===== src/source/dcache_pkg.sv =====
`default_nettype none

package dcache_pkg;

    // address and data widths
    localparam int addr_width = 32;
    localparam int word_width = 32;

    // line geometry
    localparam int line_bytes = 16;
    localparam int line_width = line_bytes * 8;

    // set-associative organisation
    localparam int num_ways = 2;
    localparam int num_sets = 256;

    // address split: tag | index | offset
    localparam int offset_width = $clog2(line_bytes);
    localparam int index_width = $clog2(num_sets);
    localparam int tag_width = addr_width - index_width - offset_width;

    // dirty victim lines waiting for the memory bus
    localparam int wb_depth = 4;

    // replacement lfsr
    localparam int lfsr_width = 16;

    typedef logic [addr_width-1:0] addr_t;
    typedef logic [word_width-1:0] word_t;

    // all-zero strobe marks a load
    typedef logic [word_width/8-1:0] strb_t;

    typedef logic [index_width-1:0] index_t;
    typedef logic [tag_width-1:0] tag_t;
    typedef word_t [line_width/word_width-1:0] line_t;

    typedef struct packed {
        logic dirty;
        logic valid;
        tag_t tag;
    } tag_entry_t;

endpackage

`default_nettype wire

===== src/source/dcache_way_ram.sv =====
`default_nettype none

// one way of the cache, used for both tag entries and data lines
module dcache_way_ram #(
    parameter type entry_t = logic
) (
    input logic clk,

    // read port, data appears one cycle after the address
    input dcache_pkg::index_t raddr_i,
    output entry_t rdata_o,

    // write port
    input logic we_i,
    input dcache_pkg::index_t waddr_i,
    input entry_t wdata_i
);

    entry_t mem[dcache_pkg::num_sets];

    always_ff @(posedge clk) begin
        if (we_i) begin
            mem[waddr_i] <= wdata_i;
        end
    end

    // registered read, old data on a same-address write
    always_ff @(posedge clk) begin
        rdata_o <= mem[raddr_i];
    end

endmodule

`default_nettype wire


===== config.mk =====
export PLATFORM = sky130hd
export DESIGN_NAME = dcache_way_ram
export DESIGN_NICKNAME = d
export VERILOG_FILES = /design/src/source/dcache_pkg.sv /design/src/source/dcache_way_ram.sv
export SDC_FILE = /design/constraint.sdc
export NUM_CORES = 1
export LEC_CHECK = 0
export BUFFER_PORTS_ARGS = -buffer_cell sky130_fd_sc_hd__buf_2
export CORE_ASPECT_RATIO = 0.9
export CORE_MARGIN = 8
export CORE_UTILIZATION = 45
export DETAILED_ROUTE_END_ITERATION = 12
export PLACE_DENSITY = 0.68
export SLEW_MARGIN = 20
export SYNTH_ARGS = -nofsm -noshare
export SYNTH_HDL_FRONTEND = slang
export SYNTH_SLANG_ARGS = --single-unit

===== constraint.sdc =====
create_clock -name clk -period 3.53 [get_ports clk]
set_clock_uncertainty 0.05 [all_clocks]
set_input_delay 0.706 -clock clk [delete_from_list [all_inputs] [get_ports clk]]
set_output_delay 0.706 -clock clk [all_outputs]
set_load 0.05 [all_outputs]

Yosys cells after proc, flatten, opt, wreduce, memory -nomap -nowiden:

Memories as Yosys holds them, arrays and structs flattened. A register that Yosys moved wholly into a read port is not among the register bits.
Index checks and enable logic that the tools add are counted.

* register bits: 0
* memory bits (writable): 256
* logic and storage cells: 3
* memories: 1

* mux-type cells: 2

Memories
* mem: words 256, bits a word 1, rd ports 1, clocked after Yosys merged registers in 1, wr ports 1, RTL line dcache_way_ram.sv:19 `entry_t mem[dcache_pkg::num_sets];`

Operators by type and width (count)
* two-way mux 1 bit: 2

Logic depth before layout (Yosys ltp):

* depth after elaboration: 2
* depth in mapped cells: 10
* mapped depth without buffers: 6

Least setup slack after synthesis:

No wires, ideal clock.

* path kind: input to register
* from: input port raddr_i[0]
* to: register rdata_o, read port of mem
* arrival: 2.352 ns
* data required time: 3.351 ns
* setup slack: 0.999 ns
* stages: 8
* path buffers: 2
* cells stage by stage: buf_6 buf_6 mux4_2 mux4_2 mux2i_1 o22ai_1 a21oi_1 a22oi_1

RTL lines
* from (decl): RTL line dcache_way_ram.sv:10 `input dcache_pkg::index_t raddr_i,`
* to (decl): RTL line dcache_way_ram.sv:11 `output entry_t rdata_o,`

==> impl_metrics.json <==
{
  "outcome": "finished, final reports clean",
  "synth_nets": 807,
  "synthXorXnorAreaFrac_pct": 0,
  "start_util_pct": 45.9,
  "drive_gt1_share_pct": 14.6,
  "synth.avg_cell_area_sq_um": 14.1,
  "end_kind": "register",
  "clk_pin_slew_worst_paths_ns": 0.06,
  "ys_seq_elements": 257,
  "cts_hold_buffers": 0,
  "slew_violations": 0,
  "fin_crit_ns": 2.52,
  "grt_usage_pct": 17.1,
  "period_share_pct": 71.5,
  "hold_class": "input port to register",
  "ir_worst_vdd_v": 0.000323,
  "reg2regPathDepth": 6,
  "place.gp.congestion": 0.833,
  "crit_end": "rdata_o$_DFF_P_",
  "antenna_found_initial": 0,
  "wl_um": 25700,
  "post_cts_buffers": 0,
  "fmax_ghz": 0.396,
  "io-pin-count": 20,
  "core-area_sq_mm": 0.0243,
  "cts_buffers": 27,
  "synth_area_leaders": "edfxtp_1 (69%), nor2_1 (9.0%), mux4_2 (8.5%)",
  "required_ns": 3.88,
  "grt_pass1_wl_um": 39100,
  "cp-start-kind": "input port",
  "cts_tree": "built",
  "num_rows": 54,
  "port_buffers": 19,
  "synth_mux_area_share_pct": 13.2,
  "nNetsFinal": 816,
  "tightestPinTransition_ns": 1.09,
  "syn-instance-count": 788,
  "drtAntennaViolNets": 0,
  "die_h_um": 165,
  "r2r_slack_ns": 1.35,
  "critPathLaunch": "raddr_i[0]",
  "dieArea_sq_mm": 0.0300,
  "path_class": "input port to register",
  "timing.rr.start": "mem[222]$_DFFE_PP_",
  "final-setup-viol-count": 0,
  "yosys.area_share.simple_pct": 11.9,
  "power_density_mw_per_mm2": 514,
  "drv_cap": 0,
  "die_x_um": 182,
  "htree_levels": 1,
  "clock-sinks": 257,
  "relSlewSlack_pct": 27.1,
  "overflow": 0,
  "finalPower_w": 0.00632,
  "clk_latency_ns": 0.53,
  "vias_per_cell": 5.85,
  "syn2layout_area_growth_pct": 10.5,
  "yosys_warnings": 0,
  "hold_viol_final": 0,
  "crit_arrival_ns": 2.88,
  "synth_top_area_share_pct": 69.1,
  "cts_resized": 0,
  "r2r_end": "rdata_o$_DFF_P_",
  "hpwl_um": 15000,
  "grt_max_degree": 108,
  "grt_pass1_vias": 6620,
  "fillers": 2017,
  "yosysSeqAreaShare_pct": 69.3,
  "synth_top_family_by_area": "multiplexers",
  "yosys.area_share.adder_pct": 0,
  "rsz0062_at_grt": "false",
  "vias": 6583,
  "p_leak_nw": 3.77,
  "yosys.cell_types.count": 35,
  "n_antenna_cell": 0,
  "dr.pass1.iters": 6,
  "cts_buffer_depth": 3,
  "synth_compound_area_share_pct": 3.11,
  "tns_ns": 0,
  "drt-initial-drc-count": 811,
  "synth_area_leader_cell": "edfxtp_1",
  "cts_root_buf": "clkbuf_16",
  "crit_fanout": 25,
  "synth_area_sq_mm": 0.0111,
  "wire_per_inst_um": 22.9,
  "route.detailed.drc": 0
}
## power breakdown
part | switching (W) | internal, W | total [W] | leakage [nW]
logic | 0.000223 | 0.000113 | 0.000336 | 1.07
registers | 0.00000240 | 0.00336 | 0.00337 | 2.31
clock network | 0.00114 | 0.00148 | 0.00261 | 0.395
## synthesized netlist by cell type
master,count
a22o_1,6
and3_1,1
o21ai_0,2
nor2_1,268
mux2i_1,51
nand2_1,23
and3b_1,1
a21boi_0,1
mux2_2,1
a22oi_1,8
nor4_1,5
a21oi_1,2
buf_1,1
nand4_1,1
a2111oi_0,2
nor3_1,3
inv_1,1
o2111ai_1,1
a31oi_1,3
a311oi_1,2
nor2b_1,9
nand3_1,12
clkbuf_1,39
dfxtp_1,1
buf_6,5
mux4_2,42
or4_1,1
nand2b_1,1
or3b_1,1
nand3b_1,3
buf_2,6
edfxtp_1,256
nor3b_1,1
buf_4,5
o22ai_1,23
## sequential cells by signal, summed over array words and instances, names as in the netlist
name     flops
mem        256
rdata_o      1
## final cells by class
cell class / count / area (sq um) / share of cell area, %
Timing Repair Buffer: 36 / 246 / 2.00
Clock inverter: 16 / 113 / 0.916
Multi-Input combinational cell: 474 / 3140 / 25.6
Clock buffer: 33 / 698 / 5.68
Sequential cell: 257 / 7710 / 62.7
Inverter: 1 / 3.75 / 0.0305
Tap cell: 308 / 385 / 3.13
## per-layer routing
metal	vias to the layer above	global-route usage (%)	routed length [um]
met5	-	0	0
met4	0	4.24	509
met3	35	2.65	1830
met2	251	29.8	12900
met1	3359	22.4	10500
li1	2938	-	-
## critical path, stage by stage
cell,delay [ns]
buf_4,0.38
or3b_1,0.62
o22ai_1,0.14
nor4_1,0.42
a31oi_1,0.10
a311oi_1,0.35
a22oi_1,0.14
## layout by cell type, fill, tap and decap left out, types with 2 or more instances in the layout
cell type / synthesis / routed
mux4_2: 42 / 42
nand2_1: 23 / 23
clkbuf_1: 39 / 6
nor4_1: 5 / 5
o22ai_1: 23 / 23
a22oi_1: 8 / 8
nand3_1: 12 / 12
nor3_1: 3 / 3
nor2_1: 268 / 268
clkinv_2: 0 / 8
nand3b_1: 3 / 3
mux2i_1: 51 / 51
a31oi_1: 3 / 3
edfxtp_1: 256 / 256
buf_2: 6 / 16
a2111oi_0: 2 / 2
nor2b_1: 9 / 9
a21oi_1: 2 / 2
a311oi_1: 2 / 2
clkinv_1: 0 / 3
a22o_1: 6 / 6
o21ai_0: 2 / 2
clkbuf_16: 0 / 27
clkinvlp_4: 0 / 3
buf_4: 5 / 18
## how the worst min path moves through the flow
stage,startpoint,endpoint,slack [ns],cells past startpoint
floorplan,wdata_i,mem[0]$_DFFE_PP_,0.75,0
global placement,mem[188]$_DFFE_PP_,rdata_o$_DFF_P_,0.84,6
detailed placement,mem[179]$_DFFE_PP_,rdata_o$_DFF_P_,0.86,5
CTS,raddr_i[7],rdata_o$_DFF_P_,0.52,3
global route,raddr_i[7],rdata_o$_DFF_P_,0.53,3
finish,raddr_i[7],rdata_o$_DFF_P_,0.54,3
## cells by family (layout without fill, tap and decap cells)
| kind of cell | after synthesis | after routing |
|---|---|---|
| compound gates | 50 | 50 |
| buf+inv | 57 | 86 |
| flops | 257 | 257 |
| mux | 94 | 94 |
| simple gates | 330 | 330 |
## stage by stage
| stage | area [sq um] | hold slack (ns) | std cells | setup WS, ns | utilization [%] |
|---|---|---|---|---|---|
| 2_1_floorplan | 11100 | 0.755 | 788 | 0.999 | - |
| 3_3_place_gp | 11500 | 0.842 | 1076 | 0.514 | 47.4 |
| 3_5_place_dp | 11500 | 0.863 | 1076 | 0.517 | 47.4 |
| 4_1_cts | 12300 | 0.517 | 1125 | 1.08 | 50.7 |
| 5_1_grt | 12300 | 0.534 | 1125 | 0.961 | 50.7 |
| 6_report | 12300 | 0.538 | 1125 | 1.01 | 50.7 |
No activity file was read; power rests on OpenSTA's default activity.
