[src/source/dcache_pkg.sv]
`default_nettype none

package dcache_pkg;

    // address and data widths
    localparam int addr_width = 32;
    localparam int word_width = 32;

    // line geometry
    localparam int line_bytes = 16;
    localparam int line_width = line_bytes * 8;

    // set-associative organisation
    localparam int num_ways = 2;
    localparam int num_sets = 256;

    // address split: tag | index | offset
    localparam int offset_width = $clog2(line_bytes);
    localparam int index_width = $clog2(num_sets);
    localparam int tag_width = addr_width - index_width - offset_width;

    // dirty victim lines waiting for the memory bus
    localparam int wb_depth = 4;

    // replacement lfsr
    localparam int lfsr_width = 16;

    typedef logic [addr_width-1:0] addr_t;
    typedef logic [word_width-1:0] word_t;

    // all-zero strobe marks a load
    typedef logic [word_width/8-1:0] strb_t;

    typedef logic [index_width-1:0] index_t;
    typedef logic [tag_width-1:0] tag_t;
    typedef word_t [line_width/word_width-1:0] line_t;

    typedef struct packed {
        logic dirty;
        logic valid;
        tag_t tag;
    } tag_entry_t;

endpackage

`default_nettype wire
[src/source/dcache_ctrl.sv]
`default_nettype none

module dcache_ctrl (
    input logic clk,
    input logic rst,

    // cpu request
    input logic req_valid_i,
    input dcache_pkg::addr_t req_addr_i,
    input dcache_pkg::strb_t req_wstrb_i,
    input dcache_pkg::word_t req_wdata_i,

    // cpu response
    output logic ready_o,
    output logic data_ok_o,
    output dcache_pkg::word_t rdata_o,

    // way rams, one slot per way
    output dcache_pkg::index_t [dcache_pkg::num_ways-1:0] tag_raddr_o,
    input dcache_pkg::tag_entry_t [dcache_pkg::num_ways-1:0] tag_rdata_i,
    output logic [dcache_pkg::num_ways-1:0] tag_we_o,
    output dcache_pkg::tag_entry_t [dcache_pkg::num_ways-1:0] tag_wdata_o,
    output dcache_pkg::index_t [dcache_pkg::num_ways-1:0] line_raddr_o,
    input dcache_pkg::line_t [dcache_pkg::num_ways-1:0] line_rdata_i,
    output logic [dcache_pkg::num_ways-1:0] line_we_o,
    output dcache_pkg::line_t [dcache_pkg::num_ways-1:0] line_wdata_o,
    output dcache_pkg::index_t [dcache_pkg::num_ways-1:0] waddr_o,

    // write-back buffer
    output logic wb_push_o,
    output dcache_pkg::addr_t wb_addr_o,
    output dcache_pkg::line_t wb_line_o,
    input logic wb_full_i,

    // refill through the memory port
    output logic refill_req_o,
    output dcache_pkg::addr_t refill_addr_o,
    input logic refill_done_i,
    input dcache_pkg::line_t refill_line_i
);

    localparam int off_lsb = dcache_pkg::offset_width;
    localparam int tag_lsb = off_lsb + dcache_pkg::index_width;

    typedef enum logic [1:0] {
        st_clear,
        st_idle,
        st_evict,
        st_refill
    } state_t;

    state_t state_q, state_d;
    dcache_pkg::index_t clr_cnt_q;
    logic [dcache_pkg::lfsr_width-1:0] lfsr_q;
    logic victim_q;

    // lookup stage
    logic p2_valid_q;
    dcache_pkg::addr_t p2_addr_q;
    dcache_pkg::strb_t p2_wstrb_q;
    dcache_pkg::word_t p2_wdata_q;

    dcache_pkg::tag_t p2_tag;
    dcache_pkg::index_t p2_index;
    logic [off_lsb-3:0] p2_word;
    logic p2_store;
    logic accept;
    logic [dcache_pkg::num_ways-1:0] hit_way;
    logic hit;
    logic store_hit;
    logic refill_write;
    logic victim_dirty;
    dcache_pkg::line_t hit_line;
    dcache_pkg::line_t base_line;
    dcache_pkg::tag_entry_t wr_entry;
    dcache_pkg::line_t wr_line;

    // replaces the strobed bytes of one word in a line
    function automatic dcache_pkg::line_t merge_store(
        input dcache_pkg::line_t line,
        input logic [off_lsb-3:0] word_sel,
        input dcache_pkg::strb_t strb,
        input dcache_pkg::word_t wdata
    );
        dcache_pkg::line_t merged;
        merged = line;
        for (int b = 0; b < dcache_pkg::word_width / 8; b++) begin
            if (strb[b]) begin
                merged[word_sel][8*b+:8] = wdata[8*b+:8];
            end
        end
        return merged;
    endfunction

    assign p2_tag = p2_addr_q[tag_lsb+:dcache_pkg::tag_width];
    assign p2_index = p2_addr_q[off_lsb+:dcache_pkg::index_width];
    assign p2_word = p2_addr_q[off_lsb-1:2];
    assign p2_store = p2_wstrb_q != '0;

    always_comb begin
        hit_line = '0;
        for (int w = 0; w < dcache_pkg::num_ways; w++) begin
            hit_way[w] = tag_rdata_i[w].valid && tag_rdata_i[w].tag == p2_tag;
            if (hit_way[w]) begin
                hit_line = line_rdata_i[w];
            end
        end
    end

    assign hit = p2_valid_q && (hit_way != '0);
    assign store_hit = state_q == st_idle && hit && p2_store;
    assign refill_write = state_q == st_refill && refill_done_i;

    // a store or a miss in the lookup stage blocks the next request
    assign ready_o = state_q == st_idle && !(p2_valid_q && (p2_store || !hit));
    assign accept = req_valid_i && ready_o;

    assign data_ok_o = (state_q == st_idle && hit) || refill_write;
    assign base_line = (state_q == st_refill) ? refill_line_i : hit_line;
    assign rdata_o = base_line[p2_word];

    // refill lines come back with the pending store already merged
    assign wr_line = merge_store(base_line, p2_word, p2_wstrb_q, p2_wdata_q);
    always_comb begin
        wr_entry = '0;
        if (state_q != st_clear) begin
            wr_entry = '{dirty: p2_store, valid: 1'b1, tag: p2_tag};
        end
    end

    always_comb begin
        for (int w = 0; w < dcache_pkg::num_ways; w++) begin
            // keep reading the held set so victim data stays put during a miss
            tag_raddr_o[w] = accept ? req_addr_i[off_lsb+:dcache_pkg::index_width] : p2_index;
            line_raddr_o[w] = tag_raddr_o[w];
            waddr_o[w] = (state_q == st_clear) ? clr_cnt_q : p2_index;
            tag_wdata_o[w] = wr_entry;
            line_wdata_o[w] = wr_line;
            line_we_o[w] = (store_hit && hit_way[w]) || (refill_write && w == int'(victim_q));
            tag_we_o[w] = state_q == st_clear || line_we_o[w];
        end
    end

    // victim handling
    assign victim_dirty = tag_rdata_i[victim_q].valid && tag_rdata_i[victim_q].dirty;
    assign wb_push_o = state_q == st_evict && victim_dirty && !wb_full_i;
    assign wb_addr_o = {tag_rdata_i[victim_q].tag, p2_index, {off_lsb{1'b0}}};
    assign wb_line_o = line_rdata_i[victim_q];

    assign refill_req_o = state_q == st_refill;
    assign refill_addr_o = {p2_addr_q[dcache_pkg::addr_width-1:off_lsb], {off_lsb{1'b0}}};

    always_comb begin
        state_d = state_q;
        case (state_q)
            st_clear: begin
                if (clr_cnt_q == '1) begin
                    state_d = st_idle;
                end
            end
            st_idle: begin
                if (p2_valid_q && !hit) begin
                    state_d = st_evict;
                end
            end
            st_evict: begin
                // a full buffer holds the dirty victim here
                if (!victim_dirty || !wb_full_i) begin
                    state_d = st_refill;
                end
            end
            st_refill: begin
                if (refill_done_i) begin
                    state_d = st_idle;
                end
            end
            default: state_d = st_clear;
        endcase
    end

    always_ff @(posedge clk) begin
        if (rst) begin
            state_q <= st_clear;
            clr_cnt_q <= '0;
            p2_valid_q <= 1'b0;
            lfsr_q <= dcache_pkg::lfsr_width'(1);
        end else begin
            state_q <= state_d;
            if (state_q == st_clear) begin
                clr_cnt_q <= clr_cnt_q + 1'b1;
            end
            if (accept) begin
                p2_valid_q <= 1'b1;
            end else if (data_ok_o) begin
                p2_valid_q <= 1'b0;
            end
            // x^16 + x^14 + x^13 + x^11 + 1
            lfsr_q <= {lfsr_q[14:0], lfsr_q[15] ^ lfsr_q[13] ^ lfsr_q[12] ^ lfsr_q[10]};
        end
    end

    always_ff @(posedge clk) begin
        if (accept) begin
            p2_addr_q <= req_addr_i;
            p2_wstrb_q <= req_wstrb_i;
            p2_wdata_q <= req_wdata_i;
        end
        // the way is chosen once per miss
        if (state_q == st_idle) begin
            victim_q <= lfsr_q[0];
        end
    end

endmodule

`default_nettype wire

[config.mk]
export PLATFORM = sky130hd
export DESIGN_NAME = dcache_ctrl
export DESIGN_NICKNAME = d
export VERILOG_FILES = /design/src/source/dcache_pkg.sv /design/src/source/dcache_ctrl.sv
export SDC_FILE = /design/constraint.sdc
export NUM_CORES = 1
export LEC_CHECK = 0
export BUFFER_PORTS_ARGS = -buffer_cell sky130_fd_sc_hd__buf_2
export CAP_MARGIN = 20
export CORE_AREA = 2 2 421 423
export CTS_CLUSTER_DIAMETER = 40
export CTS_CLUSTER_SIZE = 24
export DETAILED_ROUTE_END_ITERATION = 10
export DIE_AREA = 0 0 423 425
export GPL_TIMING_DRIVEN = 0
export PLACE_DENSITY = 0.32
export REMOVE_ABC_BUFFERS = 1
export SETUP_SLACK_MARGIN = 0.05
export SLEW_MARGIN = 20
export SYNTH_ARGS = -nofsm -noshare
export SYNTH_HDL_FRONTEND = slang
export SYNTH_SLANG_ARGS = --single-unit
export TNS_END_PERCENT = 10
[constraint.sdc]
create_clock -name clk -period 5 [get_ports clk]
set_input_delay 0.5 -clock clk [delete_from_list [all_inputs] [get_ports clk]]
set_output_delay 0.5 -clock clk [all_outputs]
set_load 0.02 [all_outputs]
======== After elaboration in Yosys (flattened, before gate mapping) ========
Index checks and enable logic that the tools add are counted.
cells by class
  multiplexer cells ....................... 35
  bitwise operators ....................... 4
  magnitude comparators ................... 3
  reductions and logical operators ........ 35
  equal/unequal tests ..................... 10
  $add $sub $neg .......................... 1
operators with widths
  cell                 count
  $mux 128             9
  $bwmux 128           4
  $demux 32 s2         4
  $mux 22              3
  $bmux 32 s2          1
  $mux 32              2
  $eq 20x20->1         2
  $mux 24              1
  $mux 8               3
  $logic_and 1x1->1    18
  $mux 16              1
  $add 8x1->8 const B  1
  $eq 8x8->1 const B   1
  $mux 2               4
  $pmux 2 s4           1
  $logic_or 1x1->1     7
  $ne 2x1->1 const B   3
  $reduce_bool 2->1    3
  $eq 2x2->1 const B   2
  $logic_not 1->1      4
  $reduce_and 4->1     1
  $reduce_bool 4->1    1
  $lt 2x3->1 const B   1
  $xor 1x1->1          3
  7 further kinds      8
word-level totals
  word-level logic and storage cells ...... 96
  bits in registers ....................... 96

======== Longest topological paths before layout ========
  depth in word-level cells ............... 13
  gate-level depth with buffers ........... 10

======== Least setup slack after synthesis ========
No wires, ideal clock.
  kind .................................... input-to-reg
  from .................................... input port tag_rdata_i[22] in the netlist's numbering
  to ...................................... register p2_addr_q[10] (enable)
  stages .................................. 7
  arrival ................................. 3430 ps
  setup time .............................. 420 ps
  required time ........................... 4580 ps
  buffers on the path ..................... 1
  setup slack ............................. 1150 ps
  cell sequence ........................... xnor2_1 -> nand4_1 -> or4_1 -> clkbuf_1 -> o22ai_1 -> a41oi_2 -> inv_1
between the ends
  word-level cells in the longest chain between the ends .. 10
ends and longest elaborated chain
  element               RTL line            text
  from (decl)           dcache_ctrl.sv:20   input dcache_pkg::tag_entry_t [dcache_pkg::num_ways-1:0] tag_rdata_i,
  $eq 20x20->1          dcache_ctrl.sv:103  hit_way[w] = tag_rdata_i[w].valid && tag_rdata_i[w].tag == p2_tag;
  $logic_and 1x1->1     dcache_ctrl.sv:103
  $reduce_bool 2->1     dcache_ctrl.sv:110  assign hit = p2_valid_q && (hit_way != '0);
  $logic_and 1x1->1     dcache_ctrl.sv:110
  $logic_not 1->1       dcache_ctrl.sv:115  assign ready_o = state_q == st_idle && !(p2_valid_q && (p2_store || !hit));
  $logic_or 1x1->1      dcache_ctrl.sv:115
  $logic_and 1x1->1     dcache_ctrl.sv:115
  $logic_not 1->1       dcache_ctrl.sv:115
  $logic_and 1x1->1     dcache_ctrl.sv:115
  $logic_and 1x1->1     dcache_ctrl.sv:116  assign accept = req_valid_i && ready_o;
  via accept            dcache_ctrl.sv:67   logic accept;
  to (signal assigned)  dcache_ctrl.sv:204  p2_addr_q <= req_addr_i;
  to (decl)             dcache_ctrl.sv:59   dcache_pkg::addr_t p2_addr_q;
The timed path passes the listed nets, and every way through them passes these cells.
A chain may end at the register's enable or synchronous reset.

==> results.cfg <==
[setup_path]
worstSetupEndpointType = output port
cp.required_ps = 4500
crit_buf_inv = 5
crit_path_cell_trace = xnor2_1 -> nand4_1 -> or4_4 -> buf_12 -> nor2_4 -> buf_12 -> buf_12 -> buf_12 -> a221oi_1 -> o31ai_1 -> buf_2
cp_top_family = simple AND/OR/NAND/NOR gates
cp_slowest_stage_delay_ps = 770
crit_top_cell = buf_12
path_max_fanout = 27
startpoint_type = flop
slowest_stage = or4_4
crit_type = reg2out
cp.arrival_ps = 4460

[final_layout]
area_delta_synth_final_pct = 59.3
final_util = 0.124
finalNetCount = 3000
multi_input_area_sq_um = 9160
seq_area_sq_um = 2550
fin_area_sq_um = 21700
drive_gt1_frac = 0.570
n_fill_cell = 20500

[synthesis]
synth_top_area_frac = 0.150
netlist_area_sq_um = 13600
synth_seq_cells = 94
yosys-top-cells-count = buf_4, mux2_2, nand2_1
async_flop_share = 0
yosys_warnings = 0
post-synth-top-area-cell = mux2_2
yosysSeqAreaShare = 0.187
synthTopCellsByArea = mux2_2, edfxtp_1, buf_4
synth_edf_count = 67
yosysMostFrequentCell = buf_4
synth_flop_cell = edfxtp_1
syn_inst = 1704
synth_cell_types = 65
syn_area_per_cell_sq_um = 8.00

[drt]
viasPerCell = 3.76
dr.first_iter.drc_count = 1756
dr.pass1.iters = 7
vias = 18300
ant_nets = 0
routedWlPerCell_um = 30.5
drt-total-wl_um = 148000
drc = 0

[grt]
overflow = 0
grt_pass1_wl_um = 185000
globalRouteTotalUtil = 0.157
grt_max_degree = 74
grt_pass1_vias = 17400
antenna_found_initial = 34

[timing]
timing.fmax_ghz = 0.202
finalClockSkew_ps = 34.4
whs_ps = 186
rsz0062_at_grt = false
slew_headroom = 0.287
final_max_slew_viol_count = 0
final.setup.tns_ps = 0
hold_viol = 0
setup_viol = 0
tightest_slew_ps = 1070
period_minus_slack_ps = 4960
period_share = 0.992

[floorplan]
io_pins = 1081
dieArea_sq_um = 180000
rows = 154
die_h_um = 425
start_util = 0.0778
die_w_um = 423
core_area_sq_um = 175000

[clock_network]
cts_tree = yes
clk_latency_ps = 480
cts.clk_slew.worst_paths_ps = 120
cts_sinks = 94
ctsRootBufferMaster = clkbuf_16
clockBufferDepth = 2
cts_htree_levels = 3
cts_buffers = 9

[placed_design]
io_buffers = 1070
gp_congestion = 0.915
hpwl_um = 127000
place_area_sq_um = 21100

[worst_hold_path]
hp-class = in2reg

[flow_run]
cap_violations = 0

[pwr]
max-vdd-ir-drop_mv = 0.214
p_per_area_nw_per_um2 = 116
leakagePower_nw = 9.07

[run_status]
status = finished clean
-- path summary, 6_finish.rpt --
check | cells after the start | slack (ps) | start | end
max | 11 | 40 | p2_addr_q[19] | line_wdata_o[45]
min reg2reg | 1 | 420 | lfsr_q[8] | lfsr_q[9]
max reg2reg | 8 | 650 | p2_addr_q[19] | p2_wdata_q[17]
min | 1 | 190 | req_wdata_i[15] | p2_wdata_q[15]
-- cells by family (layout without fill, tap and decap cells) --
family          Yosys count  count (layout)  synth area share
xor+xnor                 48              48            0.0308
fa+ha+maj                 5               5           0.00459
compound gates          552             552             0.298
buf+inv                 391            1179             0.172
flops                    94              94             0.187
simple gates            417             417             0.145
other cells               1              25          0.000275
mux                     196             196             0.162
-- final cells by class --
| class | instances | area share |
|---|---|---|
| timing repair buffer | 1153 | 0.308 |
| antenna | 17 | 0.00196 |
| clock buffer | 9 | 0.0104 |
| clock inverter | 7 | 0.00340 |
| sequential | 94 | 0.117 |
| tap | 2340 | 0.135 |
| inverter | 10 | 0.00230 |
| multi-input combinational | 1226 | 0.422 |
-- layout by cell type, fill, tap and decap left out, drive strengths merged, types with 19 or more instances in the layout --
master | synthesis | final
buf | 270 | 1153
mux2 | 182 | 182
nand2 | 161 | 161
a221oi | 121 | 121
nor2 | 102 | 102
o31ai | 101 | 101
o21ai | 95 | 95
a22oi | 69 | 69
edfxtp | 67 | 67
a21oi | 55 | 55
a22o | 48 | 48
nor2b | 38 | 38
xnor2 | 34 | 34
dfxtp | 27 | 27
nand3 | 19 | 19
-- registers in the layout, summed over array words and instances (netlist names) --
signal and cells:
clr_cnt_q 8, lfsr_q 16, p2_addr_q 30, p2_valid_q 1, p2_wdata_q 32, p2_wstrb_q 4, state_q 2, victim_q 1
-- what timing repair did --
action,4_1_cts,5_1_grt
cloned,0,0
pin swaps,4,1
resized for setup,28,7
setup endpoints to repair,321,44
setup buffers,7,0
hold buffers,0,0
-- layer usage --
metal	global-route usage	vias to the layer above	share of wire
li1	-	7870	-
met1	0.179	9197	0.38
met2	0.278	1031	0.51
met3	0.0428	159	0.081
met4	0.0560	4	0.035
met5	0	-	0.00019
-- power breakdown --
group	switching (mW)	total [mW]	internal, mW
sequential	0.00688	0.845	0.838
combinational	0.487	0.777	0.290
clock	0.531	0.888	0.357
-- metrics by stage --
stage	instances	setup slack, ps	total power [mW]
2_1_floorplan	1330	-2750	1.11
3_5_place_dp	4816	-584	1.65
4_1_cts	4839	56.0	2.62
3_3_place_gp	4740	-14020	1.64
5_1_grt	4850	51.9	2.64
6_report	4856	40.9	2.51
(Power assumes the default switching activity.)
