### src/source/dcache_pkg.sv
`default_nettype none

package dcache_pkg;

    // address and data widths
    localparam int addr_width = 32;
    localparam int word_width = 32;

    // line geometry
    localparam int line_bytes = 16;
    localparam int line_width = line_bytes * 8;

    // set-associative organisation
    localparam int num_ways = 2;
    localparam int num_sets = 256;

    // address split: tag | index | offset
    localparam int offset_width = $clog2(line_bytes);
    localparam int index_width = $clog2(num_sets);
    localparam int tag_width = addr_width - index_width - offset_width;

    // dirty victim lines waiting for the memory bus
    localparam int wb_depth = 4;

    // replacement lfsr
    localparam int lfsr_width = 16;

    typedef logic [addr_width-1:0] addr_t;
    typedef logic [word_width-1:0] word_t;

    // all-zero strobe marks a load
    typedef logic [word_width/8-1:0] strb_t;

    typedef logic [index_width-1:0] index_t;
    typedef logic [tag_width-1:0] tag_t;
    typedef word_t [line_width/word_width-1:0] line_t;

    typedef struct packed {
        logic dirty;
        logic valid;
        tag_t tag;
    } tag_entry_t;

endpackage

`default_nettype wire
### src/source/dcache_wb_buffer.sv
`default_nettype none

module dcache_wb_buffer (
    input logic clk,
    input logic rst,

    // victim lines from the controller
    input logic push_i,
    input dcache_pkg::addr_t push_addr_i,
    input dcache_pkg::line_t push_line_i,
    output logic full_o,
    output logic empty_o,

    // oldest entry towards the memory port
    output dcache_pkg::addr_t head_addr_o,
    output dcache_pkg::line_t head_line_o,
    input logic pop_i
);

    localparam int ptr_width = $clog2(dcache_pkg::wb_depth);

    dcache_pkg::addr_t addr_q[dcache_pkg::wb_depth];
    dcache_pkg::line_t line_q[dcache_pkg::wb_depth];
    logic [ptr_width-1:0] wr_ptr_q;
    logic [ptr_width-1:0] rd_ptr_q;
    logic [ptr_width:0] count_q;
    logic do_push;
    logic do_pop;

    assign full_o = count_q == (ptr_width + 1)'(dcache_pkg::wb_depth);
    assign empty_o = count_q == '0;
    assign do_push = push_i && !full_o;
    assign do_pop = pop_i && !empty_o;

    assign head_addr_o = addr_q[rd_ptr_q];
    assign head_line_o = line_q[rd_ptr_q];

    always_ff @(posedge clk) begin
        if (do_push) begin
            addr_q[wr_ptr_q] <= push_addr_i;
            line_q[wr_ptr_q] <= push_line_i;
        end
    end

    always_ff @(posedge clk) begin
        if (rst) begin
            wr_ptr_q <= '0;
            rd_ptr_q <= '0;
            count_q <= '0;
        end else begin
            if (do_push) begin
                wr_ptr_q <= wr_ptr_q + 1'b1;
            end
            if (do_pop) begin
                rd_ptr_q <= rd_ptr_q + 1'b1;
            end
            // push and pop in one cycle leave the count alone
            if (do_push && !do_pop) begin
                count_q <= count_q + 1'b1;
            end else if (do_pop && !do_push) begin
                count_q <= count_q - 1'b1;
            end
        end
    end

endmodule

`default_nettype wire

### config.mk
export PLATFORM = sky130hd
export DESIGN_NAME = dcache_wb_buffer
export DESIGN_NICKNAME = d
export VERILOG_FILES = /design/src/source/dcache_pkg.sv /design/src/source/dcache_wb_buffer.sv
export SDC_FILE = /design/constraint.sdc
export NUM_CORES = 1
export LEC_CHECK = 0
export CORE_UTILIZATION = 50
export DETAILED_ROUTE_END_ITERATION = 7
export DONT_BUFFER_PORTS = 1
export PLACE_DENSITY = 0.66
export SKIP_CTS_REPAIR_TIMING = 1
export SLEW_MARGIN = 10
export SYNTH_ARGS = -nofsm -noshare
export SYNTH_HDL_FRONTEND = slang
export SYNTH_SLANG_ARGS = --single-unit
### constraint.sdc
create_clock -name clk -period 12.5 [get_ports clk]
set_input_delay 2.5 -clock clk [delete_from_list [all_inputs] [get_ports clk]]
set_output_delay 2.5 -clock clk [all_outputs]
set_load 0.01 [all_outputs]
# Word level (Yosys, flattened, before mapping)
# Memories as Yosys holds them, arrays and structs flattened. A register that Yosys moved wholly into a read port is not among the register bits.
# Index checks and enable logic that the tools add are counted.
# word_totals
n_memories	2
regBits	7
output_inout_bits	162
ramBits	640
# op_classes
n_eq_ne	1
muxes	8
addsub	4
n_reduce_logical	10
# memory_table
memory	words	word_bits	rd	rd_clocked_by_memory_dff	wr	line_no	rtl
line_q	4	128	1	1	1	dcache_wb_buffer.sv:23	dcache_pkg::line_t line_q[dcache_pkg::wb_depth];
addr_q	4	32	1	1	1	dcache_wb_buffer.sv:22	dcache_pkg::addr_t addr_q[dcache_pkg::wb_depth];
# ops
operator	count
2-bit 2-to-1 mux	4
3-bit 2-to-1 mux	2
2-bit by 1-bit adder with 2-bit output (second input constant)	2
1-bit logical AND	4
1-bit logical NOT	4
3-bit by 1-bit adder with 3-bit output (second input constant)	1
3-bit equality test (second input constant)	1
3-bit logical NOT	1
3-bit by 1-bit subtractor with 3-bit output (second input constant)	1
1-bit 2-to-1 mux	2
2-bit nonzero test	1

# Longest topological paths before layout
# Gate-level depths: netlist of the first run.
# depth
ltp_word	7
ltp_mapped	8
depth_no_buf	8

# Worst setup path before layout of the first run
# Ideal clock, no wire load.
# synth_path
kind	input to register
startpoint	input push_i
endpoint	memory addr_q[0][0] (netlist bit) (enable)
path_buffers	0
required_time_ns	11.961
arrival_ns	6.496
slack_ns	5.465
setup_ns	0.539
cell_stages	3
cell_sequence	inv_1 > nor2_1 > and2_1
# synth_via
elab_chain_len	3
# synth_rtl
item	line_no	rtl
start, declared	dcache_wb_buffer.sv:8	input logic push_i,
1-bit logical AND	dcache_wb_buffer.sv:32	assign do_push = push_i && !full_o;
net do_push	dcache_wb_buffer.sv:27	logic do_push;
1-bit 2-to-1 mux	dcache_wb_buffer.sv:39	if (do_push) begin
1-bit 2-to-1 mux (implied by the code)	dcache_wb_buffer.sv:40	addr_q[wr_ptr_q] <= push_addr_i;
end, declared	dcache_wb_buffer.sv:22	
# The timed path passes the listed nets, and every way through them passes these cells.

==> out/results.tsv, run 1 <==
stage	metric	value	unit
placed_design	hpwlAfterDp	24300	µm
clock_network	cts.sinks	649	
yosys	ys_warn_count	0	
power_and_ir_drop	total_power	5390	µW
clock_network	clock_latency	0.60	ns
floorplanning	core	0.0465	mm²
route	routed_wl	42100	µm
job	cap_violations	0	
timing	hold_viol_final	0	
yosys	synth_area	0.0235	mm²
yosys	syn_nets	1054	
timing	min_period	5.51	ns
placed_design	gp_congestion	0.700	
route	dr_wl_met3	4820	µm
min_path	min_to	wr_ptr_q[0]$_SDFFE_PP0P_	
yosys	synth.distinct_cells	21	
min_path	holdPathStages	2	
yosys	yosysSeqAreaShare	82.5	%
worst_setup_path	max_stage_delay	0.87	ns
worst_setup_path	worstReg2RegEnd	line_q[0][121]$_DFFE_PP_	
clock_network	cts-htree-levels	2	
floorplanning	fp.dieW	219	µm
worst_setup_path	worstPathCellList	buf_4, mux4_2	
floorplanning	die_h	219	µm
power_and_ir_drop	powerDensity	207	mW/mm²
min_path	min-delay-start	wr_ptr_q[0]$_SDFFE_PP0P_	
min_path	hp-class	register to register	
layout	drive_gt1_share	26.7	%
timing	tns	0	ns
placed_design	portBuffers	0	
clock_network	path_clk_slew	0.06	ns
clock_network	cts_made_buffers	61	
route	wl_per_cell	26.7	µm
yosys	ys_seq_elements	649	
grt	first_global_vias	9391	
timing	finalClockSkew	0.0125	ns
worst_setup_path	r2r_cells	5	
timing	rsz0062_at_grt	no	
route	drt_first_pass_iters	5	
worst_setup_path	critical_path_class	register to output port	
route	drt_iter0_markers	612	
route	wl_met2	20100	µm
status	status	complete, no violations	
power_and_ir_drop	p_leak	0.00789	µW
route	wl_met1	16500	µm
worst_setup_path	cp_top_family	flip-flops	
grt	overflow	0	
layout	fillers	3358	
route	vias	9145	
power_and_ir_drop	peakVddDrop	0.148	mV
floorplanning	start_util	50.6	%
worst_setup_path	crit_arrival	3.01	ns
worst_setup_path	r2r_slack	8.58	ns
worst_setup_path	critPathMaxFanout	40	
grt	grt_usage	17.3	%
timing	worst_pin_slew	1.02	ns
floorplanning	die_area	0.0479	mm²
grt	grt_pass1_wl	60800	µm
clock_network	cts_tree	yes	
timing	fmax	181	MHz
worst_setup_path	timing.rr.start	count_q[0]$_SDFFE_PP0P_	
route	drc	0	
grt	antenna_found_initial	0	
layout	finalNetCount	1093	
timing	finalMaxSlewViolations	0	
layout	antenna_cells	0	
yosys	avgSynthCellArea	26.6	µm²
worst_setup_path	critPathSlowestCell	dfxtp_4	
worst_setup_path	endpoint_kind	output port	
worst_setup_path	worstSetupStartpointType	register	
timing	relSlewSlack	32.2	%
timing	period_share	44.1	%
floorplanning	fp-row-count	79	
worst_setup_path	crit_buf_inv	1	
worst_setup_path	crit_required	10.00	ns
route	route.top_layer_used	met4	
timing	setup_violations	0	
yosys	synthCells	884	
route	viasPerCell	5.80	
layout	area_growth	10.5	%
clock_network	max-clock-path-buffers	3	
grt	grt_max_degree	85	
route	ant_nets	0	
floorplanning	io_pins	326	
clock_network	clockRootBuffer	clkbuf_16	
-- through the flow --
stage               hold WS, ns  cell area (µm²)  setup WS, ns  instances  util [%]
finish                    0.525            26000          6.99       1578      56.0
CTS                       0.526            26000          6.84       1578      56.0
global route              0.556            26000          6.70       1578      56.0
detailed placement        0.518            24200          6.67       1467      52.0
floorplan                 0.482            23500          5.47        884         -
global placement          0.502            24200          6.61       1467      52.0
-- report_power, final --
part	internal, µW	switching, µW
clock network	967	742
registers	2620	89.2
logic	419	554
-- sequential cells by signal, summed over array words and instances (netlist names), named ones only --
register	count
count_q	3
line_q	512
addr_q	128
wr_ptr_q	2
rd_ptr_q	2
-- Yosys cell counts, drive strengths merged --
library cell  instances  share of area [%]
nor3                  1              0.021
mux4                160                 15
edfxtp              640                 82
xor2                  4               0.15
o21ai                 2              0.043
o311ai                1              0.037
buf                  30               0.93
fa                    1              0.085
nand2b                2              0.053
and2                  4               0.11
dfxtp                 9               0.77
nor3b                 1              0.032
ha                    5               0.27
inv                   4              0.064
or3                   2              0.053
o31ai                 1              0.032
a21oi                 2              0.043
nor2                  6              0.096
clkbuf                7               0.11
mux2i                 2              0.085
-- area by class of cell --
type                    instances  area, µm²  share of cell area (%)
flip-flops and latches        649      19400                    74.6
multi-input cells             194       3870                    14.9
clock buffers                  81       1620                    6.24
well taps                     607        759                    2.92
clock inverters                30        218                   0.837
repair buffers                 13        110                   0.423
inverters                       4       15.0                  0.0577
-- per-layer routing --
metal | vias up | global-route usage [%]
met1 | 4897 | 22.2
li1 | 3905 | -
met3 | 42 | 8.91
met5 | - | 0
met2 | 301 | 26.3
met4 | 0 | 4.24
-- worst max-delay path by stage --
stage / start / to / slack (ns) / depth (start not counted)
after floorplan: push_i / addr_q[0][0]$_DFFE_PP_ / 5.47 / 3
final: register / head_line_o[91] / 6.99 / 2
after global placement: push_i / line_q[0][121]$_DFFE_PP_ / 6.61 / 5
after global routing: register / head_line_o[91] / 6.70 / 2
after CTS: register / head_addr_o[23] / 6.84 / 2
after detailed placement: push_i / line_q[0][42]$_DFFE_PP_ / 6.67 / 5
-- worst register-to-register path: cells and delay by family (launching register included) --
kind          cells  cell delay (ns)
buf+inv           2             1.69
simple gates      3             1.35
flops             1             0.47
-- kinds of logic (layout without fill, tap and decap cells) --
kind of cell	count (synthesis)	after routing	share of synthesized area [%]
AOI/OAI and AO/OA	6	6	0.154
and+or+nand+nor	16	16	0.362
adders and majority gates	6	6	0.351
muxes	162	162	15.4
DFF	649	649	82.5
xor gates and xnor gates	4	4	0.149
buffers and inverters	41	128	1.11
-- layout by cell type (no fill, tap or decap), drive strengths merged, types with 3 or more instances in the layout --
cell    count
edfxtp    640
mux4      160
clkbuf     81
clkinv     25
buf        13
dfxtp       9
nor2        6
ha          5
inv         4
and2        4
xor2        4
bufinv      3
Note: power is estimated with default switching activity, not from simulation.
==> run 2, diff against run 1 <==
==> constraint.sdc (replaced) <==
create_clock -name clk -period 5.5 [get_ports clk]
set_input_delay 1.1 -clock clk [delete_from_list [all_inputs] [get_ports clk]]
set_output_delay 1.1 -clock clk [all_outputs]
set_load 0.01 [all_outputs]
==> run 2 against run 1 <==
Against the previous run: via count is 1.4% higher; register-to-register slack worse by 5.7 ns; critical path depth stayed put; power is 140% higher; count of clock-buffer cells in the layout is 3 higher; highest routed layer unchanged; worst setup slack worse by 5.2 ns; sequential share of layout area is 1.1 points lower; flip-flop and latch count stayed put; cell count is 0.51% higher; final area is 1.5% higher; critical endpoint is now head_line_o[89]; core utilization is 0.85 points higher; clock power grew to 2.5 times the previous value.
==> out/results.tsv, run 2 (same netlist as run 1, synthesis figures left out) <==
stage	metric	value	unit
layout	fillers	3289	
route	drc	0	
power_and_ir_drop	peakVddDrop	0.315	mV
worst_setup_path	r2r_slack	2.85	ns
placed_design	place_area	0.0243	mm²
clock_network	cts_made_buffers	66	
layout	antenna_cells	0	
route	wl_per_cell	26.6	µm
worst_setup_path	endpoint_kind	output port	
layout	largest_reg_flops	512	
placed_design	place_inst	1467	
timing	min_period	3.73	ns
timing	finalClockSkew	0.0230	ns
layout	final_cell_mix	640 x edfxtp_1, 160 x mux4_2, 71 x clkbuf_16	
clock_network	cts.sinks	649	
min_path	hp-class	register to register	
power_and_ir_drop	p_leak	0.00805	µW
floorplanning	core	0.0465	mm²
worst_setup_path	worstReg2RegEnd	line_q[1][89]$_DFFE_PP_	
layout	regMostFlops	line_q	
clock_network	cts_tree	yes	
placed_design	hpwlAfterDp	24400	µm
route	ant_nets	0	
status	status	complete, no violations	
floorplanning	start_util	50.6	%
timing	hold_viol_final	0	
timing	fmax	268	MHz
floorplanning	fp-row-count	79	
grt	grt_max_degree	97	
layout	drive_gt1_share	27.5	%
layout	stdcell_area	0.0264	mm²
route	viasPerCell	5.85	
route	drt_first_pass_iters	5	
route	routed_wl	42100	µm
layout	finalNetCount	1098	
worst_setup_path	crit_required	4.40	ns
placed_design	portBuffers	0	
timing	finalMaxSlewViolations	0	
timing	rsz0062_at_grt	no	
worst_setup_path	critPathMaxFanout	49	
grt	overflow	0	
clock_network	max-clock-path-buffers	3	
timing	tns	0	ns
worst_setup_path	crit_path_end	head_line_o[89]	
min_path	min-delay-start	rd_ptr_q[1]$_SDFFE_PP0P_	
layout	instances_no_fill	1586	
placed_design	gp_congestion	0.731	
floorplanning	die_h	219	µm
worst_setup_path	crit_arrival	2.63	ns
worst_setup_path	worstSetupStartpointType	register	
worst_setup_path	r2r_cells	4	
clock_network	cts-htree-levels	3	
layout	final_common_cell	edfxtp_1	
grt	grt_usage	17.7	%
timing	worst_pin_slew	1.01	ns
clock_network	clock_latency	0.59	ns
job	cap_violations	0	
route	vias	9272	
floorplanning	fp.dieW	219	µm
timing	setup_violations	0	
clock_network	path_clk_slew	0.06	ns
timing	relSlewSlack	32.9	%
layout	area_growth	12.2	%
timing	period_share	67.9	%
grt	antenna_found_initial	0	
layout	largestRegisters	line_q x512, addr_q x128, count_q x3	
worst_setup_path	critical_path_class	register to output port	
power_and_ir_drop	powerDensity	482	mW/mm²
grt	first_global_vias	9585	
clock_network	clockRootBuffer	clkbuf_16	
worst_setup_path	timing.rr.start	count_q[2]$_SDFFE_PP0P_	
grt	grt_pass1_wl	61300	µm
floorplanning	die_area	0.0479	mm²
floorplanning	io_pins	326	
route	drt_iter0_markers	617	
run 2: changes by cell type in the layout (fill, tap and decap cells not counted), moves of 2 or more:
cell,before,now
clkbuf_1,18,13
clkinv_2,11,9
clkinv_1,13,16
bufinv_16,3,5
clkbuf_16,61,71
buf_12,1,10
clkbuf_8,2,0
buf_4,12,3
run 2: critical path, stage by stage, from the launching register on:
cell	delay, ns
dfxtp_4	0.85
buf_4	0.64
mux4_2	0.48
run 2: how the worst min path moves through the flow:
stage,endpoint,cells after the start
2_1_floorplan,wr_ptr_q[1]$_SDFFE_PP0P_,2
3_3_place_gp,wr_ptr_q[1]$_SDFFE_PP0P_,2
3_5_place_dp,register,2
4_1_cts,rd_ptr_q[1]$_SDFFE_PP0P_,2
5_1_grt,rd_ptr_q[0]$_SDFFE_PP0P_,2
6_report,rd_ptr_q[1]$_SDFFE_PP0P_,2
run 2: where the power goes:
group	internal, µW	switching (µW)	leakage (µW)
registers	5950	200	0.00594
logic	984	1250	0.00108
clock network	2580	1760	0.00103
total	9510	3210	0.00805
run 2: cell type report:
cell class                 instances  area [µm²]  share of cell area (%)
clock buffer                      84        1830                    6.92
clock inverter                    35         297                    1.12
inverter                           4        15.0                  0.0569
multi-input combinational        194        3870                    14.7
sequential                       649       19400                    73.5
tap                              607         759                    2.88
timing repair buffer              13         223                   0.844
run 2: metrics by stage:
step | total power, µW | setup slack [ns] | hold slack, ns | util, %
after CTS | 12900 | 1.68 | 0.526 | 56.8
after floorplan | 8070 | 1.64 | 0.482 | -
after global routing | 13200 | 1.57 | 0.560 | 56.8
after detailed placement | 8570 | 2.31 | 0.508 | 52.3
after global placement | 8550 | 2.29 | 0.498 | 52.3
final | 12700 | 1.77 | 0.521 | 56.8
run 2: metal layers:
| layer | part of all wire [%] | GRT usage (%) | vias to the layer above |
|---|---|---|---|
| met5 | 0 | 0 | - |
| met4 | 2.3 | 6.81 | 0 |
| met3 | 11 | 7.72 | 60 |
| met2 | 48 | 26.1 | 361 |
| met1 | 39 | 23.2 | 4928 |
| li1 | - | - | 3923 |
