`config.mk`:
```
export PLATFORM = sky130hd
export DESIGN_NAME = dcache_mem_port
export DESIGN_NICKNAME = d
export VERILOG_FILES = /design/src/source/dcache_pkg.sv /design/src/source/dcache_mem_port.sv
export SDC_FILE = /design/constraint.sdc
export NUM_CORES = 1
export LEC_CHECK = 0
export BUFFER_PORTS_ARGS = -buffer_cell sky130_fd_sc_hd__buf_2
export CORE_AREA = 2 2 240 242
export DETAILED_ROUTE_END_ITERATION = 7
export DIE_AREA = 0 0 242 244
export SLEW_MARGIN = 20
export SYNTH_ARGS = -nofsm -noshare
export SYNTH_HDL_FRONTEND = slang
export SYNTH_SLANG_ARGS = --single-unit
```
`constraint.sdc`:
```
create_clock -name clk -period 7.9 [get_ports clk]
set_input_delay 0.395 -clock clk [delete_from_list [all_inputs] [get_ports clk]]
set_output_delay 0.395 -clock clk [all_outputs]
set_load 0.05 [all_outputs]
```
`src/source/dcache_pkg.sv`:
```
`default_nettype none

package dcache_pkg;

    // address and data widths
    localparam int addr_width = 32;
    localparam int word_width = 32;

    // line geometry
    localparam int line_bytes = 16;
    localparam int line_width = line_bytes * 8;

    // set-associative organisation
    localparam int num_ways = 2;
    localparam int num_sets = 256;

    // address split: tag | index | offset
    localparam int offset_width = $clog2(line_bytes);
    localparam int index_width = $clog2(num_sets);
    localparam int tag_width = addr_width - index_width - offset_width;

    // dirty victim lines waiting for the memory bus
    localparam int wb_depth = 4;

    // replacement lfsr
    localparam int lfsr_width = 16;

    typedef logic [addr_width-1:0] addr_t;
    typedef logic [word_width-1:0] word_t;

    // all-zero strobe marks a load
    typedef logic [word_width/8-1:0] strb_t;

    typedef logic [index_width-1:0] index_t;
    typedef logic [tag_width-1:0] tag_t;
    typedef word_t [line_width/word_width-1:0] line_t;

    typedef struct packed {
        logic dirty;
        logic valid;
        tag_t tag;
    } tag_entry_t;

endpackage

`default_nettype wire
```
`src/source/dcache_mem_port.sv`:
```
`default_nettype none

module dcache_mem_port (
    input logic clk,
    input logic rst,

    // write-back buffer head
    input logic wb_empty_i,
    input dcache_pkg::addr_t wb_addr_i,
    input dcache_pkg::line_t wb_line_i,
    output logic wb_pop_o,

    // refill from the controller
    input logic refill_req_i,
    input dcache_pkg::addr_t refill_addr_i,
    output logic refill_done_o,
    output dcache_pkg::line_t refill_line_o,

    // line-wide memory bus
    output logic mem_req_o,
    output logic mem_we_o,
    output dcache_pkg::addr_t mem_addr_o,
    output dcache_pkg::line_t mem_wdata_o,
    input logic mem_ready_i,
    input logic mem_rvalid_i,
    input dcache_pkg::line_t mem_rdata_i
);

    typedef enum logic [1:0] {
        port_idle,
        port_write,
        port_read,
        port_wait
    } port_state_t;

    port_state_t state_q;

    assign wb_pop_o = state_q == port_write && mem_ready_i;
    assign refill_done_o = state_q == port_wait && mem_rvalid_i;
    assign refill_line_o = mem_rdata_i;

    always_ff @(posedge clk) begin
        if (rst) begin
            state_q <= port_idle;
            mem_req_o <= 1'b0;
        end else begin
            case (state_q)
                port_idle: begin
                    // drains go first, a read only starts on an empty buffer
                    if (!wb_empty_i) begin
                        state_q <= port_write;
                        mem_req_o <= 1'b1;
                    end else if (refill_req_i) begin
                        state_q <= port_read;
                        mem_req_o <= 1'b1;
                    end
                end
                port_write: begin
                    if (mem_ready_i) begin
                        state_q <= port_idle;
                        mem_req_o <= 1'b0;
                    end
                end
                port_read: begin
                    if (mem_ready_i) begin
                        state_q <= port_wait;
                        mem_req_o <= 1'b0;
                    end
                end
                port_wait: begin
                    if (mem_rvalid_i) begin
                        state_q <= port_idle;
                    end
                end
                default: state_q <= port_idle;
            endcase
        end
    end

    // request fields only move while idle, so they hold until acceptance
    always_ff @(posedge clk) begin
        if (state_q == port_idle) begin
            mem_we_o <= !wb_empty_i;
            mem_addr_o <= wb_empty_i ? refill_addr_i : wb_addr_i;
            mem_wdata_o <= wb_line_i;
        end
    end

endmodule

`default_nettype wire

```
# [Yosys cells after proc, flatten, opt, wreduce, memory -nomap -nowiden]
# Index checks and enable logic that the tools add are counted.
[totals] ff_bits=164 input_bits=326
[op_classes] mux=11 reduce_logical=8 n_eq_ne=8
[ops] cell="32-bit 2-to-1 mux" count=1
[ops] cell="2-bit 2-to-1 mux" count=5
[ops] cell="2-bit case mux with 4 select lines" count=1
[ops] cell="2-bit != test, second input constant" count=3
[ops] cell="2-bit equality test, second input constant" count=2
[ops] cell="4-bit AND reduction" count=1
[ops] cell="1-bit 2-to-1 mux" count=3
[ops] cell="3-bit != test, second input constant" count=1
[ops] cell="3-bit AND reduction" count=1
[ops] cell="2-bit by 1-bit equality test with 1-bit output, second input constant" count=1
[ops] cell="1-bit logical AND" count=2
[ops] cell="2-bit zero test" count=1
[ops] cell="2-bit by 1-bit != test with 1-bit output, second input constant" count=1
[ops] cell="1-bit case mux with 2 select lines" count=1
[ops] cell="2-bit nonzero test" count=1
[ops] cell="2-bit OR reduction" count=1
[ops] cell="1-bit zero test" count=1

# [Longest topological paths before layout]
# Gate-level depths: netlist of run 1.
[logic_depth] word_depth=4 ltp_mapped=5 depth_no_buf=5

# [Worst setup path after synthesis of run 1]
# No wires, ideal clock.
[synth_path] kind="register -> register" start="register state_q[0]" end="register state_q[0]" path_stages_with_launch=6 synth_period_minus_slack_ns=5.045 path_slack_ns=2.855 arrival_ns=4.959 path_buffers=0 setup_time_ns=0.086 required_ns=7.814 cell_sequence="dfxtp_1 > inv_1 > ha_1 > nand3b_4 > and3_4 > a211oi_1"
[synth_via] elab_chain_len=3 elab_cells_between_ends=10
[synth_rtl] element="start, declared" line="dcache_mem_port.sv:36" rtl="port_state_t state_q;"
[synth_rtl] element="start signal, assigned" line="dcache_mem_port.sv:44" rtl="state_q <= port_idle;"
[synth_rtl] element="start signal, assigned" line="dcache_mem_port.sv:51" rtl="state_q <= port_write;"
[synth_rtl] element="start signal, assigned" line="dcache_mem_port.sv:54" rtl="state_q <= port_read;"
[synth_rtl] element="2-bit equality test (tied with other cells)" line="dcache_mem_port.sv:47" rtl="case (state_q)"
[synth_rtl] element="2-bit != test (no line) or 3-bit != test (tied branches)"
[synth_rtl] element="4-bit AND reduction (no line)"
# Parallel ways exist; a longest one is shown, timed or not.
# A chain may end at the register's enable or synchronous reset.

# [Final worst setup path of run 1]
[layout_path] start="register state_q[0]" end="register mem_wdata_o[94] in the netlist's numbering (enable)"
[layout_via] elab_chain_len=1
[layout_rtl] element="2-bit zero test" line="dcache_mem_port.sv:82" rtl="if (state_q == port_idle) begin"
[layout_rtl] element="end signal, assigned" line="dcache_mem_port.sv:85" rtl="mem_wdata_o <= wb_line_i;"
[layout_rtl] element="end, declared" line="dcache_mem_port.sv:23" rtl="output dcache_pkg::line_t mem_wdata_o,"
# Every way passes these cells.

==> impl_metrics.tcl, run 1 <==
set metrics [dict create \
    fillerInstances 6222 \
    antenna_found_initial 19 \
    maxSlewHeadroom 0.421 \
    largest_delay_share_family_worst_path "buffers and inverters" \
    finalWorstSetupSlack_ps 5550 \
    cts.hold.buffers_added 0 \
    unrepaired_setup_endpoints_after_global_routing "false" \
    max_cap_violations 0 \
    tritoncts "done" \
    layout.nets 937 \
    clock.fmax_ghz 0.425 \
    timing_hold_violations_final 0 \
    firstDrtPassIters 6 \
    number_of_standard_cells_after_synthesis 354 \
    worstPathMaxFanout 74 \
    chipHeight_um 244 \
    clk_pin_slew_worst_paths_ps 70 \
    static-leakage-power_nw 3.61 \
    worst-endpoint-required_ps 7990 \
    place.gp.congestion 0.793 \
    worst_clock_skew_ps 22.4 \
    portBuffers 361 \
    finish.instance_area_um2 8860 \
    finalHoldWorstSlack_ps 97.1 \
    placement.setup.worst_slack_ps 5490 \
    worst_reg2reg_setup_slack_ps 5550 \
    hpwlAfterDp_um 19100 \
    overflow 0 \
    yosys_warnings 0 \
    top_signal_layer_used "met5" \
    postSynthNetCount 686 \
    finalMaxSlewViolations 0 \
    post_cts.repair.setup_buffers 0 \
    power-per-cell-area_nw_per_um2 474 \
    cts.sink_count 164 \
    drt_wl_total_um 23000 \
    peakVddDrop_mv 0.251 \
    antenna_left 0 \
    floorplan.die.width_um 242 \
    grt_max_degree 75 \
    postPlaceCellArea_um2 8260 \
    grt_usage 0.0770 \
    worstMarginPinSlew_ps 868 \
    startpoint_type "flop" \
    synth_to_layout_area_growth_pct 36.8 \
    drt_first_iter_violations 124 \
    io-pin-count 618 \
    netlist-cell-type-count 18 \
    finalWorstPathRequiredPeriod_ps 2350 \
    timing.final.crit_share 0.298 \
    min_path_type "input pin to flop" \
    synth_sequential_area_ratio 0.756 \
    grt_pass1_vias 4143 \
    post_drt_via_cell_ratio 2.87 \
    route.layer.met1.wl_um 7540 \
    row_count 87 \
    critPathArrivalTime_ps 2440 \
    setup_viol 0 \
    cts.root.buffer_cell "clkbuf_16" \
    critPathBufInv 2 \
    core_um2 56200 \
    worst-setup-path-type "flop to flop" \
    status "finished clean" \
    antenna_cells_inserted 0 \
    critPathSlowestCell "buf_4" \
    grt_pass1_wl_um 30500 \
    resized_cells_post_cts 0 \
    clk_path_buf_depth 2 \
    drcViolationCount 0 \
    dieArea_um2 59000 \
    met2_length_um 11600 \
    detailroute.via_count 3945 \
    finalSetupTns_ps 0 \
    share_of_cells_above_drive_strength_1 0.697 \
    mean_instance_size_in_the_synthesized_netlist_um2 18.3 \
    critPathMaxStageDelay_ps 780 \
    endpoint_kind "flop" \
    htree_levels 4 \
    register_bit_total_from_synthesis 164 \
    start_util 0.115 \
    totalPowerFinal_mw 4.20 \
    routed-wl-met3_um 2510 \
    detail_route.wl_per_cell_um 16.8 \
    critical_path.cell_chain "inv_1 -> ha_4 -> buf_4" \
    clk_latency_ps 470 \
    syn_area_um2 6480 \
    cts_made_buffers 17 \
]
==> layer usage <==
metal  vias to the layer above  GRT usage
li1                       1661          -
met1                      1816     0.0707
met2                       355      0.134
met3                       111     0.0402
met4                         2     0.0505
met5                         -          0
==> area by class of cell <==
class,instances,area [um2],area share
clock inverter,15,174,0.0196
sequential,164,4890,0.552
tap,756,946,0.107
timing repair buffer,364,1830,0.206
clock buffer,17,425,0.0480
multi-input combinational,53,574,0.0648
inverter,5,18.8,0.00212
==> report_power, final <==
| part | switching, mW | leakage, nW | internal (mW) |
|---|---|---|---|
| logic | 1.55 | 1.68 | 0.297 |
| registers | 0.0925 | 1.63 | 1.42 |
| clock network | 0.410 | 0.294 | 0.428 |
| total | 2.05 | 3.61 | 2.15 |
==> final timing paths <==
| path | from | endpoint | cells past startpoint |
|---|---|---|---|
| worst min-delay path | wb_line_i[104] | mem_wdata_o[104] | 1 |
| worst max-delay path | state_q[0] | mem_wdata_o[94] | 3 |
| worst max register to register | state_q[0] | mem_wdata_o[94] | 3 |
| worst min register to register | mem_req_o | mem_req_o | 3 |
==> registers in the layout, summed over array words and instances (netlist names) <==
signal,flops
mem_wdata_o,128
mem_addr_o,32
state_q,2
mem_req_o,1
mem_we_o,1
==> logic make-up after synthesis <==
logic type / count (synthesis) / share of synthesized area
buffers and inverters: 137 / 0.158
multiplexers: 34 / 0.0587
adder cells (fa/ha/maj): 6 / 0.0116
flip-flops: 164 / 0.756
AO/OA/AOI/OAI: 7 / 0.00811
AND/OR/NAND/NOR: 6 / 0.00831
==> stage by stage <==
stage	std cells	util
floorplan	354	-
global placement	1342	0.147
detailed placement	1342	0.147
CTS	1374	0.158
global route	1374	0.158
finish	1374	0.158
==> cell usage after synthesis <==
cell type,count,area share
a31oi_1,2,0.0019
buf_4,129,0.15
buf_6,3,0.0052
mux2_2,32,0.056
inv_1,5,0.0029
mux2i_1,2,0.0031
a31o_1,1,0.0014
dfxtp_1,3,0.0093
nor2_1,1,0.00058
a211oi_1,2,0.0023
and3_4,1,0.0017
a311oi_1,1,0.0014
ha_1,6,0.012
nand3b_4,1,0.0031
nand2b_1,1,0.00097
and2_1,2,0.0019
edfxtp_1,161,0.75
o21bai_1,1,0.0012
==> layout by cell type, fill, tap and decap left out, drive strengths merged <==
cell type / instances
mux2: 32
and2: 2
buf: 364
mux2i: 2
edfxtp: 161
o21bai: 1
nand3b: 1
a31oi: 2
a31o: 1
inv: 14
a311oi: 1
and3: 1
nor2: 1
clkbuf: 17
clkinv: 6
nand2b: 1
dfxtp: 3
ha: 6
a211oi: 2
Power figures use the tool's default switching activity.
==> run 2, diff against run 1 <==
ABC_AREA = 1   (was not set)
CORE_AREA = 2 2 243 245   (was 2 2 240 242)
DIE_AREA = 0 0 245 247   (was 0 0 242 244)
clock period = 2.3 ns   (was 7.9 ns; I/O delays follow)
==> run 2 against run 1 <==
Total power rose to 3.8 times the previous value. Design area rose by 24%. Routed wire length rose by 35%. Register-to-register slack got worse by 5000 ps. Clock-buffer cell count rose by 1. Core utilization rose by 3.0 points. Worst setup slack got worse by 5000 ps. Largest cell class unchanged.
==> impl_metrics.tcl, run 2 <==
set metrics [dict create \
    chipHeight_um 247 \
    worst_clock_skew_ps 12.2 \
    post_drt_via_cell_ratio 3.00 \
    resized_cells_post_cts 0 \
    row_count 89 \
    htree_levels 4 \
    overflow 0 \
    clk_path_buf_depth 2 \
    synthTopCellsByArea "edfxtp_1 74%, buf_4 15%, nand2_1 6.4%" \
    synth_top_area_share 0.740 \
    post_cts.repair.setup_buffers 0 \
    largest_delay_share_family_worst_path "adder cells" \
    route.layer.met1.wl_um 8220 \
    layout.cells.most_common "buf_2" \
    grt_pass1_wl_um 39600 \
    synth_sequential_area_ratio 0.750 \
    grt_pass1_vias 5368 \
    routed-wl-met3_um 3770 \
    hpwlAfterDp_um 25500 \
    sequential_cell_area_um2 4890 \
    tritoncts "done" \
    cts.hold.buffers_added 190 \
    finish.cell_count_without_fillers 1684 \
    floorplan.die.width_um 245 \
    synth.top_cells.by_count "161 x edfxtp_1, 128 x buf_4, 112 x nand2_1" \
    multiInputGateArea_um2 583 \
    met2_length_um 18000 \
    cts.root.buffer_cell "clkbuf_16" \
    drcViolationCount 0 \
    clock.fmax_ghz 0.580 \
    yosys_warnings 0 \
    synth_async_sr_flop_share 0 \
    fillerInstances 6214 \
    place.gp.congestion 0.739 \
    clk_pin_slew_worst_paths_ps 70 \
    largest_register_ff_count 128 \
    critPathSlowestCell "ha_4" \
    critPathBufInv 2 \
    portBuffers 361 \
    setup_viol 0 \
    worstPathMaxFanout 46 \
    mean_instance_size_in_the_synthesized_netlist_um2 14.5 \
    drt_wl_total_um 31200 \
    grt_usage 0.0963 \
    drt_first_iter_violations 217 \
    post-synth-top-area-cell "edfxtp_1" \
    worst-setup-path-type "flop to flop" \
    max_cap_violations 0 \
    share_of_cells_above_drive_strength_1 0.448 \
    startpoint_type "flop" \
    finalWorstPathRequiredPeriod_ps 1730 \
    worstMarginPinSlew_ps 548 \
    cts.sink_count 164 \
    netlist-cell-type-count 14 \
    finalSetupTns_ps 0 \
    synth_to_layout_area_growth_pct 67.7 \
    grt_max_degree 47 \
    detailroute.via_count 5058 \
    static-leakage-power_nw 4.72 \
    top_regs "mem_wdata_o (128), mem_addr_o (32), state_q (2)" \
    worst_reg2reg_setup_slack_ps 570 \
    critical_path.cell_chain "inv_1 -> ha_4 -> buf_12" \
    min_path_type "input pin to flop" \
    place_inst 1461 \
    clk_latency_ps 430 \
    dominantRegCellSynth "edfxtp_1" \
    timing_hold_violations_final 0 \
    peakVddDrop_mv 0.906 \
    top_signal_layer_used "met5" \
    endpoint_kind "flop" \
    maxSlewHeadroom 0.635 \
    cts_made_buffers 17 \
    register_bit_total_from_synthesis 164 \
    layout.nets 1229 \
    finalMaxSlewViolations 0 \
    worst-endpoint-required_ps 2400 \
    power-per-cell-area_nw_per_um2 1470 \
    syn_area_um2 6530 \
    synthMostInstantiatedCell "edfxtp_1" \
    postSynthNetCount 781 \
    unrepaired_setup_endpoints_after_global_routing "false" \
    detail_route.wl_per_cell_um 18.5 \
    antenna_found_initial 10 \
    timing.final.crit_share 0.750 \
    status "finished clean" \
    core_um2 58200 \
    number_of_standard_cells_after_synthesis 449 \
    number_of_flops_mapped_to_enable_cells_by_yosys 161 \
    start_util 0.112 \
    mostFrequentLayoutCells "361 x buf_2, 190 x dlygate4sd3_1, 161 x edfxtp_1" \
    critPathMaxStageDelay_ps 500 \
    dieArea_um2 60500 \
    critPathArrivalTime_ps 1830 \
    regMostFlops "mem_wdata_o" \
    io-pin-count 618 \
    antenna_left 0 \
    firstDrtPassIters 4 \
]
run 2: cell types whose count changed after synthesis, moves of 2 or more:
cell      previous run  this run
a31oi_1              2         0
buf_6                3         1
buf_2                0         6
and2_1               2         0
inv_1                5        15
mux2i_1              2         0
nor2_1               1        10
nand3_1              0         3
nand2_1              0       112
a211oi_1             2         0
mux2_2              32         0
run 2: tightest hold or removal path, cell delays in order:
cell,delay (ps)
buf_2,80
nand2_1,40
nand2_1,120
run 2: per-stage QoR:
| stage | hold slack [ps] | total power [mW] | util | setup WS, ps | cell area [um2] |
|---|---|---|---|---|---|
| 4_1_cts | 9.75 | 16.3 | 0.188 | 559 | 10900 |
| 6_report | 59.8 | 16.1 | 0.188 | 575 | 11000 |
| 3_3_place_gp | 230 | 12.9 | 0.145 | 631 | 8450 |
| 3_5_place_dp | 230 | 13.0 | 0.145 | 589 | 8450 |
| 2_1_floorplan | 184 | 11.5 | - | 43.4 | 6540 |
| 5_1_grt | 22.6 | 16.7 | 0.188 | 474 | 10900 |
run 2: where the power goes:
group / total (mW) / internal, mW / switching, mW
logic: 7.69 / 1.53 / 6.17
clock network: 2.96 / 1.64 / 1.32
registers: 5.45 / 4.99 / 0.457
run 2: cells by family after synthesis:
kind of cell,Yosys count,share of synthesized area
DFF,164,0.750
AOI/OAI and AO/OA,1,0.000766
and+or+nand+nor,127,0.0751
buffers and inverters,151,0.163
adders and majority gates,6,0.0115
run 2: final timing paths:
| kind | start | end | cells past startpoint |
|---|---|---|---|
| setup / recovery | state_q[0] | mem_addr_o[0] | 3 |
| hold reg to reg | mem_req_o | mem_req_o | 2 |
| hold / removal | wb_addr_i[2] | mem_addr_o[2] | 3 |
| setup reg to reg | state_q[0] | mem_addr_o[0] | 3 |
run 2: layer usage:
| metal | vias up | global-route usage |
|---|---|---|
| li1 | 2284 | - |
| met1 | 2305 | 0.0683 |
| met2 | 359 | 0.199 |
| met3 | 100 | 0.0505 |
| met4 | 10 | 0.0461 |
| met5 | - | 0 |
run 2: layout make-up:
type / instances / share of cell area
diodes: 2 / 0.000457
clock buffers: 18 / 0.0392
clock inverters: 13 / 0.0153
inverters: 16 / 0.00571
multi-input cells: 134 / 0.0532
flip-flops and latches: 164 / 0.447
well taps: 773 / 0.0883
repair buffers: 564 / 0.351
